$ cat src/hdl/nibble_core_pkg.sv
package nibble_core_pkg;

    // Data moves one nibble per clock, least significant first
    localparam int NUM_NIBBLES = 8;

    // Supported CSRs
    localparam logic [11:0] CSR_MSCRATCH = 12'h340;
    localparam logic [11:0] CSR_INSTRET  = 12'hC02;

    typedef logic [3:0]  nibble_t;
    typedef logic [31:0] word_t;
    typedef logic [3:0]  reg_addr_t;
    typedef logic [11:0] csr_addr_t;
    typedef logic [2:0]  nibble_idx_t;

    typedef enum logic [3:0] {
        OP_NOP,
        OP_ADD,
        OP_SUB,
        OP_AND,
        OP_OR,
        OP_XOR,
        OP_SLT,
        OP_LUI,
        OP_CSRRW
    } op_t;

    // Source of the nibble written to rd
    typedef enum logic [1:0] {
        WB_ALU,
        WB_SLT,     // Compare bit in nibble 0
        WB_IMM,
        WB_CSR
    } wb_sel_t;

    typedef enum logic {
        SEQ_EXEC,   // First pass
        SEQ_WRITE   // Second pass of SLT
    } seq_state_t;

endpackage

$ cat src/hdl/nibble_sequencer.sv
`timescale 1ns/1ns

module nibble_sequencer (
    input  logic                      clk,
    input  logic                      rstn,
    input  logic                      instr_valid,
    input  nibble_core_pkg::op_t      op,
    output logic                      instr_ready,
    output nibble_core_pkg::nibble_idx_t nibble_idx,
    output nibble_core_pkg::seq_state_t  state,
    output logic                      wr_en,
    output logic                      alu_start,
    output logic                      csr_en,
    output logic                      retire,
    output nibble_core_pkg::wb_sel_t  wb_sel
);
    import nibble_core_pkg::*;

    logic last_nibble;
    logic two_pass;
    logic writes_rd;

    assign last_nibble = (nibble_idx == nibble_idx_t'(NUM_NIBBLES - 1));
    assign two_pass    = (op == OP_SLT);
    assign writes_rd   = (op != OP_NOP);

    // Counter only moves while an instruction is offered
    always_ff @(posedge clk) begin
        if (!rstn) begin
            nibble_idx <= '0;
            state      <= SEQ_EXEC;
        end else if (instr_valid) begin
            nibble_idx <= nibble_idx + 3'd1;
            if (last_nibble) begin
                if (state == SEQ_EXEC && two_pass)
                    state <= SEQ_WRITE;
                else
                    state <= SEQ_EXEC;
            end
        end
    end

    // Writeback source from the operation
    always_comb begin
        case (op)
            OP_SLT:   wb_sel = WB_SLT;
            OP_LUI:   wb_sel = WB_IMM;
            OP_CSRRW: wb_sel = WB_CSR;
            default:  wb_sel = WB_ALU;   // ALU ops, NOP ignored via wr_en
        endcase
    end

    // SLT writes in its second pass only
    always_comb begin
        wr_en = 1'b0;
        if (instr_valid && writes_rd) begin
            if (two_pass)
                wr_en = (state == SEQ_WRITE);
            else
                wr_en = (state == SEQ_EXEC);
        end
    end

    assign instr_ready = instr_valid && last_nibble &&
                         (!two_pass || state == SEQ_WRITE);
    assign alu_start   = (state == SEQ_EXEC) && (nibble_idx == '0);
    assign csr_en      = instr_valid && (state == SEQ_EXEC) && (op == OP_CSRRW);
    assign retire      = instr_ready && writes_rd;   // Handshake of a real instruction

endmodule

$ cat src/hdl/nibble_alu.sv
`timescale 1ns/1ns

module nibble_alu (
    input  logic                         clk,
    input  nibble_core_pkg::op_t         op,
    input  logic                         alu_start,
    input  nibble_core_pkg::nibble_idx_t nibble_idx,
    input  nibble_core_pkg::nibble_t     a,
    input  nibble_core_pkg::nibble_t     b,
    output nibble_core_pkg::nibble_t     alu_nibble,
    output logic                         slt_bit
);
    import nibble_core_pkg::*;

    logic       subtract;
    logic       cy;
    logic       cy_in;
    logic       cmp_pass;   // Set during the compare pass of SLT
    nibble_t    b_in;
    logic [4:0] sum;
    logic       lt;

    assign subtract = (op == OP_SUB) || (op == OP_SLT);
    assign b_in     = subtract ? ~b : b;
    assign cy_in    = alu_start ? subtract : cy;   // +1 for two's complement
    assign sum      = {1'b0, a} + {1'b0, b_in} + {4'b0000, cy_in};

    always_comb begin
        case (op)
            OP_AND:  alu_nibble = a & b;
            OP_OR:   alu_nibble = a | b;
            OP_XOR:  alu_nibble = a ^ b;
            default: alu_nibble = sum[3:0];
        endcase
    end

    // Signs differ: a is less if negative. Otherwise no carry means a < b
    assign lt = (a[3] != b[3]) ? a[3] : ~sum[4];

    always_ff @(posedge clk) begin
        cy <= sum[4];
        if (alu_start)
            cmp_pass <= 1'b1;
        else if (nibble_idx == nibble_idx_t'(NUM_NIBBLES - 1))
            cmp_pass <= 1'b0;
        if (cmp_pass && nibble_idx == nibble_idx_t'(NUM_NIBBLES - 1))
            slt_bit <= lt;   // Top nibble of the first pass
    end

endmodule

$ cat src/hdl/nibble_regfile.sv
`timescale 1ns/1ns

module nibble_regfile (
    input  logic                         clk,
    input  nibble_core_pkg::nibble_idx_t nibble_idx,
    input  nibble_core_pkg::reg_addr_t   rs1,
    input  nibble_core_pkg::reg_addr_t   rs2,
    input  nibble_core_pkg::reg_addr_t   rd,
    input  logic                         wr_en,
    input  nibble_core_pkg::wb_sel_t     wb_sel,
    input  nibble_core_pkg::word_t       imm,
    input  nibble_core_pkg::nibble_t     alu_nibble,
    input  nibble_core_pkg::nibble_t     csr_nibble,
    input  logic                         slt_bit,
    output nibble_core_pkg::nibble_t     rs1_nibble,
    output nibble_core_pkg::nibble_t     rs2_nibble,
    output logic                         wb_valid,
    output nibble_core_pkg::reg_addr_t   wb_rd,
    output nibble_core_pkg::nibble_idx_t wb_index,
    output nibble_core_pkg::nibble_t     wb_data
);
    import nibble_core_pkg::*;

    word_t      regs [1:15];   // x0 has no storage
    logic [4:0] bit_pos;
    nibble_t    wr_nibble;
    logic       do_write;

    assign bit_pos = {nibble_idx, 2'b00};

    assign rs1_nibble = (rs1 == '0) ? '0 : regs[rs1][bit_pos +: 4];
    assign rs2_nibble = (rs2 == '0) ? '0 : regs[rs2][bit_pos +: 4];

    always_comb begin
        case (wb_sel)
            WB_SLT:  wr_nibble = (nibble_idx == '0) ? {3'b000, slt_bit} : 4'h0;
            WB_IMM:  wr_nibble = imm[bit_pos +: 4];
            WB_CSR:  wr_nibble = csr_nibble;
            default: wr_nibble = alu_nibble;
        endcase
    end

    assign do_write = wr_en && (rd != '0);

    always_ff @(posedge clk) begin
        if (do_write)
            regs[rd][bit_pos +: 4] <= wr_nibble;
    end

    // Report mirrors the register write
    assign wb_valid = do_write;
    assign wb_rd    = rd;
    assign wb_index = nibble_idx;
    assign wb_data  = wr_nibble;

endmodule

$ cat src/hdl/nibble_csr.sv
`timescale 1ns/1ns

module nibble_csr (
    input  logic                         clk,
    input  logic                         rstn,
    input  logic                         csr_en,
    input  logic                         retire,
    input  nibble_core_pkg::nibble_idx_t nibble_idx,
    input  nibble_core_pkg::csr_addr_t   csr_addr,
    input  nibble_core_pkg::nibble_t     wdata,
    output nibble_core_pkg::nibble_t     csr_nibble
);
    import nibble_core_pkg::*;

    word_t   mscratch;   // Rotates, nibble 0 always at the bottom
    word_t   instret;
    logic    sel_mscratch;
    nibble_t scratch_in;

    assign sel_mscratch = (csr_addr == CSR_MSCRATCH);

    // Old nibble goes back in unless this CSR is the target
    assign scratch_in = sel_mscratch ? wdata : mscratch[3:0];

    always_ff @(posedge clk) begin
        if (!rstn) begin
            mscratch <= '0;
        end else if (csr_en) begin
            mscratch <= {scratch_in, mscratch[31:4]};
        end
    end

    // Read only, counts retired instructions
    always_ff @(posedge clk) begin
        if (!rstn)
            instret <= '0;
        else if (retire)
            instret <= instret + 32'd1;
    end

    always_comb begin
        case (csr_addr)
            CSR_MSCRATCH: csr_nibble = mscratch[3:0];
            CSR_INSTRET:  csr_nibble = instret[{nibble_idx, 2'b00} +: 4];
            default:      csr_nibble = 4'h0;   // Unknown CSRs read zero
        endcase
    end

endmodule

$ cat src/hdl/nibble_core.sv
`timescale 1ns/1ns

module nibble_core (
    input  logic                         clk,
    input  logic                         rstn,
    input  logic                         instr_valid,
    output logic                         instr_ready,
    input  nibble_core_pkg::op_t         op,
    input  nibble_core_pkg::reg_addr_t   rd,
    input  nibble_core_pkg::reg_addr_t   rs1,
    input  nibble_core_pkg::reg_addr_t   rs2,
    input  nibble_core_pkg::word_t       imm,
    input  nibble_core_pkg::csr_addr_t   csr_addr,
    output logic                         wb_valid,
    output nibble_core_pkg::reg_addr_t   wb_rd,
    output nibble_core_pkg::nibble_idx_t wb_index,
    output nibble_core_pkg::nibble_t     wb_data
);
    import nibble_core_pkg::*;

    nibble_idx_t nibble_idx;
    wb_sel_t     wb_sel;
    logic        wr_en;
    logic        alu_start;
    logic        csr_en;
    logic        retire;
    nibble_t     rs1_nibble;
    nibble_t     rs2_nibble;
    nibble_t     alu_nibble;
    nibble_t     csr_nibble;
    logic        slt_bit;

    nibble_sequencer u_seq (
        .clk(clk), .rstn(rstn),
        .instr_valid(instr_valid), .op(op), .instr_ready(instr_ready),
        .nibble_idx(nibble_idx), .state(), .wr_en(wr_en),
        .alu_start(alu_start), .csr_en(csr_en), .retire(retire), .wb_sel(wb_sel)
    );

    nibble_alu u_alu (
        .clk(clk), .op(op), .alu_start(alu_start), .nibble_idx(nibble_idx),
        .a(rs1_nibble), .b(rs2_nibble),
        .alu_nibble(alu_nibble), .slt_bit(slt_bit)
    );

    nibble_regfile u_regs (
        .clk(clk), .nibble_idx(nibble_idx),
        .rs1(rs1), .rs2(rs2), .rd(rd),
        .wr_en(wr_en), .wb_sel(wb_sel), .imm(imm),
        .alu_nibble(alu_nibble), .csr_nibble(csr_nibble), .slt_bit(slt_bit),
        .rs1_nibble(rs1_nibble), .rs2_nibble(rs2_nibble),
        .wb_valid(wb_valid), .wb_rd(wb_rd), .wb_index(wb_index), .wb_data(wb_data)
    );

    // CSRRW takes its write data from rs1
    nibble_csr u_csr (
        .clk(clk), .rstn(rstn),
        .csr_en(csr_en), .retire(retire), .nibble_idx(nibble_idx),
        .csr_addr(csr_addr), .wdata(rs1_nibble), .csr_nibble(csr_nibble)
    );

endmodule

$ cat config.mk
export PLATFORM = sky130hd
export DESIGN_NAME = nibble_core
export DESIGN_NICKNAME = d
export VERILOG_FILES = /design/src/hdl/nibble_core_pkg.sv /design/src/hdl/nibble_sequencer.sv /design/src/hdl/nibble_alu.sv /design/src/hdl/nibble_regfile.sv /design/src/hdl/nibble_csr.sv /design/src/hdl/nibble_core.sv
export SDC_FILE = /design/constraint.sdc
export NUM_CORES = 1
export LEC_CHECK = 0
export BUFFER_PORTS_ARGS = -buffer_cell sky130_fd_sc_hd__buf_2
export CAP_MARGIN = 20
export CORE_MARGIN = 4
export CORE_UTILIZATION = 43
export CTS_CLUSTER_SIZE = 30
export DETAILED_ROUTE_END_ITERATION = 10
export GPL_ROUTABILITY_DRIVEN = 1
export HOLD_SLACK_MARGIN = 0.12
export PLACE_DENSITY_LB_ADDON = 0.05
export SLEW_MARGIN = 20
export SYNTH_ARGS = -nofsm -noshare
export SYNTH_HDL_FRONTEND = slang
export SYNTH_HIERARCHICAL = 1
export SYNTH_SLANG_ARGS = --single-unit
export TNS_END_PERCENT = 5
$ cat constraint.sdc
create_clock -name clk -period 6.61 [get_ports clk]
set_input_delay 1.6525 -clock clk [delete_from_list [all_inputs] [get_ports clk]]
set_output_delay 1.6525 -clock clk [all_outputs]
set_load 0.05 [all_outputs]
[Word level (Yosys, flattened, before mapping)]
Memory sizes are Yosys's and may differ from the RTL's.
Index checks and enable logic that the tools add are counted.
Word-level totals
  memories kept: 1
  input bits: 63
  register bits: 71
  word-level logic and storage cells: 74
  bits in writable memories: 480
  output and inout port bits: 13
Operators by class
  bitwise logic cells: 6
  shift-type cells: 6
  add/sub/neg operators: 5
  multiplexer cells: 16
  equality and inequality tests: 14
  reductions and logical operators: 19
Memory list
  u_regs.regs: words 15, width 32, read ports 2, clocked after Yosys merged registers in 0, write ports 1, line nibble_regfile.sv:24  | word_t regs [1:15];
Operators by type and width (count)
  32-bit by 6-bit indexed part select with 4-bit output: 4
  32-bit by 1-bit adder with 32-bit output, second input constant: 1
  32-bit two-way mux: 1
  4-bit by 7-bit variable shift with 32-bit output, first input constant: 1
  4-bit by 7-bit indexed part select with 32-bit output: 1
  4-bit case mux with 3 select lines: 2
  4-bit by 3-bit equality test with 1-bit output, second input constant: 4
  4-bit two-way mux: 4
  12-bit by 10-bit equality test with 1-bit output, second input constant: 1
  12-bit equality test, second input constant: 1
  1-bit logical AND: 10
  4-bit by 2-bit equality test with 1-bit output, second input constant: 2
  4-bit zero test: 2
  4-bit case mux with 2 select lines: 1
  4-bit nonzero test: 2
  1-bit two-way mux: 7
  5-bit negator with 7-bit output: 1
  2-bit case mux with 3 select lines: 1
  4-bit by 4-bit adder with 5-bit output: 1
  5-bit by 1-bit adder with 5-bit output: 1
  4-bit bitwise AND: 1
  2-bit equality test, second input constant: 2
  4-bit equality test, second input constant: 1
  4-bit inverter: 1
  11 further kinds: 13

[Logic depth before layout (Yosys ltp)]
An unclocked memory read counts as a cell.
  depth in word-level cells: 10
  depth in mapped cells: 20
  gate-level depth less buffers: 16

[Hierarchy]
Netlist, hierarchy kept.
By module, submodules not included
  nibble_regfile: seq. area each 14413.8 um^2, area an instance 24071.8 um^2, instances 1, cells each 1559
  nibble_csr: seq. area each 1281.2 um^2, area an instance 2972.9 um^2, instances 1, cells each 315
  nibble_alu: seq. area each 70.1 um^2, area an instance 594.3 um^2, instances 1, cells each 66
  nibble_sequencer: seq. area each 80.1 um^2, area an instance 351.6 um^2, instances 1, cells each 42

[Worst setup path before layout]
OpenSTA, ideal clock, no wires.
  path type: input to output
  start point: input rs2[0]
  end point: output wb_data[2]
  arrival: 5499 ps
  setup slack: -541 ps
  path buffers: 2
  stages: 16
  data required time: 4957 ps
  cells stage by stage: buf_6 > buf_4 > mux4_2 > mux4_2 > a22oi_1 > a31oi_1 > inv_1 > xnor2_1 > fa_1 > fa_1 > xor2_1 > a2bb2oi_1 > nor2_1 > a311oi_1 > a31oi_1 > inv_1
On the way
  word-level cells in the longest chain between the ends: 9
  elaborated cells on any way between the ends: 13
  classes of those cells: 2 x add/sub; 1 x shift; 4 x mux; 4 x bitwise; 1 x reduce/logical; 1 x memory
RTL lines
  from (decl): line nibble_core.sv:11  | input nibble_core_pkg::reg_addr_t rs2,
  memory read 15 x 32 bit
  32-bit by 6-bit indexed part select with 4-bit output: line nibble_regfile.sv:32  | assign rs2_nibble = (rs2 == '0) ? '0 : regs[rs2][bit_pos +: 4];
  4-bit two-way mux *: line nibble_regfile.sv:32
  named net rs2_nibble[0]: line nibble_core.sv:28  | nibble_t rs2_nibble;
  4-bit inverter: line nibble_alu.sv:24  | assign b_in = subtract ? ~b : b;
  4-bit two-way mux *: line nibble_alu.sv:24
  4-bit by 4-bit adder with 5-bit output *: line nibble_alu.sv:26  | assign sum = {1'b0, a} + {1'b0, b_in} + {4'b0000, cy_in};
  5-bit by 1-bit adder with 5-bit output *: line nibble_alu.sv:26
  4-bit case mux with 3 select lines *: line nibble_alu.sv:29  | case (op)
  named net alu_nibble[2]: line nibble_core.sv:29  | nibble_t alu_nibble;
  4-bit case mux with 3 select lines *: line nibble_regfile.sv:35  | case (wb_sel)
  to (decl): line nibble_core.sv:17  | output nibble_core_pkg::nibble_t wb_data
The timed path passes the listed nets; every way through them passes the cells marked *.

[Final worst setup path]
  start point: input rs2[0]
  end point: output wb_data[3]
The elaborated chain is that of the path after synthesis.

==> results.yml <==
cells_and_area:
  nets: 2358
  fin_area_sq_um: 33800
  num_antenna_cells: 0
  synthToLayoutAreaGrowth_pct: 20.8
  drive_above_1_share: 0.332
  fillers: 5485
placement:
  port_buffers: 75
  place.gp.congestion: 0.977
  place_area_sq_um: 31100
  hpwlAfterDp_mm: 68.3
routing:
  vias_per_cell: 6.20
  wl_per_cell_microns: 29.9
  first_pass_iters: 6
  final_antenna_net_count: 0
  drc_errors: 0
  routed_wl_mm: 95.0
  vias: 19691
  drtIter0Drc: 2208
synth:
  yosysWarnings: 6
  synth-edff-count: 481
  async_reset_ff_frac: 0
  synth_nets: 2067
  ys_seq_area_frac: 0.566
  netlist_instances: 1982
  syn_area_per_cell_sq_um: 14.1
  yosysUniqueCellTypes: 93
  synth-seq-cells: 551
  synth_ff_type: "edfxtp_1"
  mappedNetlistArea_sq_um: 28000
global_route:
  grt_max_degree: 56
  grt_usage: 0.265
  grt_overflow: 0
  grt_pass1_wl_mm: 136
  antenna_found_initial: 3
  grt_pass1_vias: 19766
clock_network:
  tritoncts: "yes"
  clkTransAtPathRegs_ps: 60
  hold_buffers: 0
  clockBufferDepth: 3
  ctsRootBufferMaster: "clkbuf_16"
  cts_buffers: 60
  insertion_delay_ps: 620
  ctsHtreeMaxLevel: 2
  cts.sinks: 551
sta:
  grt_setup_unrepaired: "true"
  skew_ps: 15.8
  fmax_mhz: 138
  drv_slew: 0
  setup_ws_ps: -635
  worst_slew_pin_slew_ps: 1210
  finalCritPeriodShare: 1.10
  relSlewSlack: 0.193
  fin_crit_ps: 7240
  hold_viol: 0
  setup_violations: 4
  tns_ps: -2090
critical_path:
  path_class: "input port to primary output"
  cp-end-kind: "primary output"
  critPathLaunchType: "input port"
  required_ps: 4960
  arrival_ps: 5590
  critPathMaxFanout: 8
outcome:
  violations: "negative setup slack"
  status: "finished with violations"
floorplanning:
  die_w_microns: 263
  ioPinCount: 76
  die_h_microns: 263
  core_sq_um: 64500
  start_util: 0.434
  rows: 93
  die-area_sq_um: 69200
worst_hold_path:
  hold_path.class: "register to register"
power:
  peakVddDrop_mv: 0.264
  power_density_nw_per_um2: 256
  power_leakage_nw: 11.8
job:
  maxCapViolations: 0
[power breakdown]
group          internal, mW  total (mW)  switching (mW)
logic                 0.577        1.40           0.827
clock network          2.05        3.45            1.40
registers              3.78        3.78         0.00467
[critical path: stages]
cell,delay [ps]
buf_16,150
buf_4,150
buf_4,120
mux4_2,570
nor4_4,290
buf_4,170
nor4_4,50
a22oi_2,220
a31oi_4,80
inv_2,90
xnor2_1,80
fa_2,400
buf_4,160
a211oi_4,240
nor3b_1,100
o32ai_2,280
nor2_1,80
a311oi_2,270
a31oi_4,130
inv_4,120
buf_8,150
[metrics by stage]
stage           util  hold slack, ps  total power, mW  setup slack (ps)  cells
6_report       0.524             459             8.64              -635   3177
5_1_grt        0.524             488             8.91              -726   3177
4_1_cts        0.518             459             8.62              -696   3162
3_5_place_dp   0.483             444             5.11             -1190   3046
3_3_place_gp   0.483             434             5.11             -1270   3046
2_1_floorplan      -             427             4.54             -35.7   1982
[final timing paths]
kind | start | end | slack, ps | cells after the start
worst min register to register | u_alu/cmp_pass$_SDFFE_PP1N_ | u_alu/cmp_pass$_SDFFE_PP1N_ | 460 | 1
worst max-delay path | rs2[0] | wb_data[3] | -630 | 21
worst max register to register | u_seq/nibble_idx[0]$_SDFFE_PN0P_ | u_regs/regs[3][24]$_DFFE_PP_ | 1550 | 18
worst min-delay path | u_alu/cmp_pass$_SDFFE_PP1N_ | u_alu/cmp_pass$_SDFFE_PP1N_ | 460 | 1
[timing repair]
action / CTS / global route
setup buffers: 5 / 13
cloned: 0 / 2
pin swaps: 6 / 21
setup endpoints to repair: 4 / 4
gates resized for setup: 47 / 47
[registers in the layout, indices dropped and copies added, names as in the netlist]
name / flops
u_seq/state: 1
u_alu/slt_bit: 1
u_seq/nibble_idx: 3
u_alu/cmp_pass: 1
u_csr/instret: 32
u_regs/regs: 480
u_alu/cy: 1
u_csr/mscratch: 32
[synth_stat cells, drive strengths merged (8+ instances only)]
library cell	count	share of area
a2111oi	9	0.0028
a211oi	36	0.0097
a21oi	67	0.012
a221o	8	0.0029
a221oi	15	0.0047
a22oi	15	0.0040
a31oi	17	0.0038
and3	9	0.0020
buf	100	0.025
clkbuf	48	0.0066
dfxtp	70	0.050
edfxtp	481	0.52
ha	20	0.0089
inv	25	0.0034
mux2	39	0.016
mux2i	157	0.056
mux4	180	0.14
nand2	90	0.012
nand2b	10	0.0025
nand3	41	0.0073
nand4	17	0.0043
nor2	264	0.035
nor2b	20	0.0045
nor3	16	0.0032
nor4	13	0.0031
o21ai	39	0.0070
o22ai	20	0.0045
o31ai	11	0.0030
or3	12	0.0027
or4	12	0.0032
xnor2	8	0.0025
xor2	8	0.0025
[cell usage in the layout, fill, tap and decap left out, types with 11 or more instances in the layout]
cell type,instances
a211oi_1,29
a21oi_1,62
a221oi_1,11
a22oi_1,13
a31oi_1,11
buf_12,26
buf_2,65
buf_4,266
buf_6,12
clkbuf_16,69
clkinv_1,12
clkinv_2,11
dfxtp_1,69
edfxtp_1,481
ha_1,19
inv_1,17
mux2_2,39
mux2i_1,155
mux4_2,179
nand2_1,89
nand3_1,41
nand4_1,16
nor2_1,262
nor2b_1,18
nor3_1,13
o21ai_0,36
o22ai_1,18
o31ai_1,11
or3_1,12
or4_1,12
[logic make-up after synthesis]
kind of cell / Yosys count / share of synthesized area
buf+inv: 174 / 0.0351
compound gates: 302 / 0.0747
xor+xnor: 16 / 0.00501
flops: 551 / 0.566
mux: 376 / 0.217
fa+ha+maj: 22 / 0.0104
simple gates: 541 / 0.0919
[layout make-up]
| type | instances | area [sq um] | share of cell area |
|---|---|---|---|
| Sequential cell | 551 | 15800 | 0.469 |
| Multi-Input combinational cell | 1257 | 11600 | 0.343 |
| Timing Repair Buffer | 377 | 3150 | 0.0933 |
| Clock buffer | 75 | 1710 | 0.0504 |
| Tap cell | 855 | 1070 | 0.0316 |
| Clock inverter | 36 | 335 | 0.00992 |
| Inverter | 26 | 105 | 0.00311 |
[routing by layer]
layer	global-route usage	part of all wire	vias to the layer above
met5	0	0	-
met3	0.0523	0.085	184
met1	0.369	0.41	10089
li1	-	-	8474
met4	0.0947	0.042	0
met2	0.418	0.46	944
No activity file was read; power rests on OpenSTA's default activity.
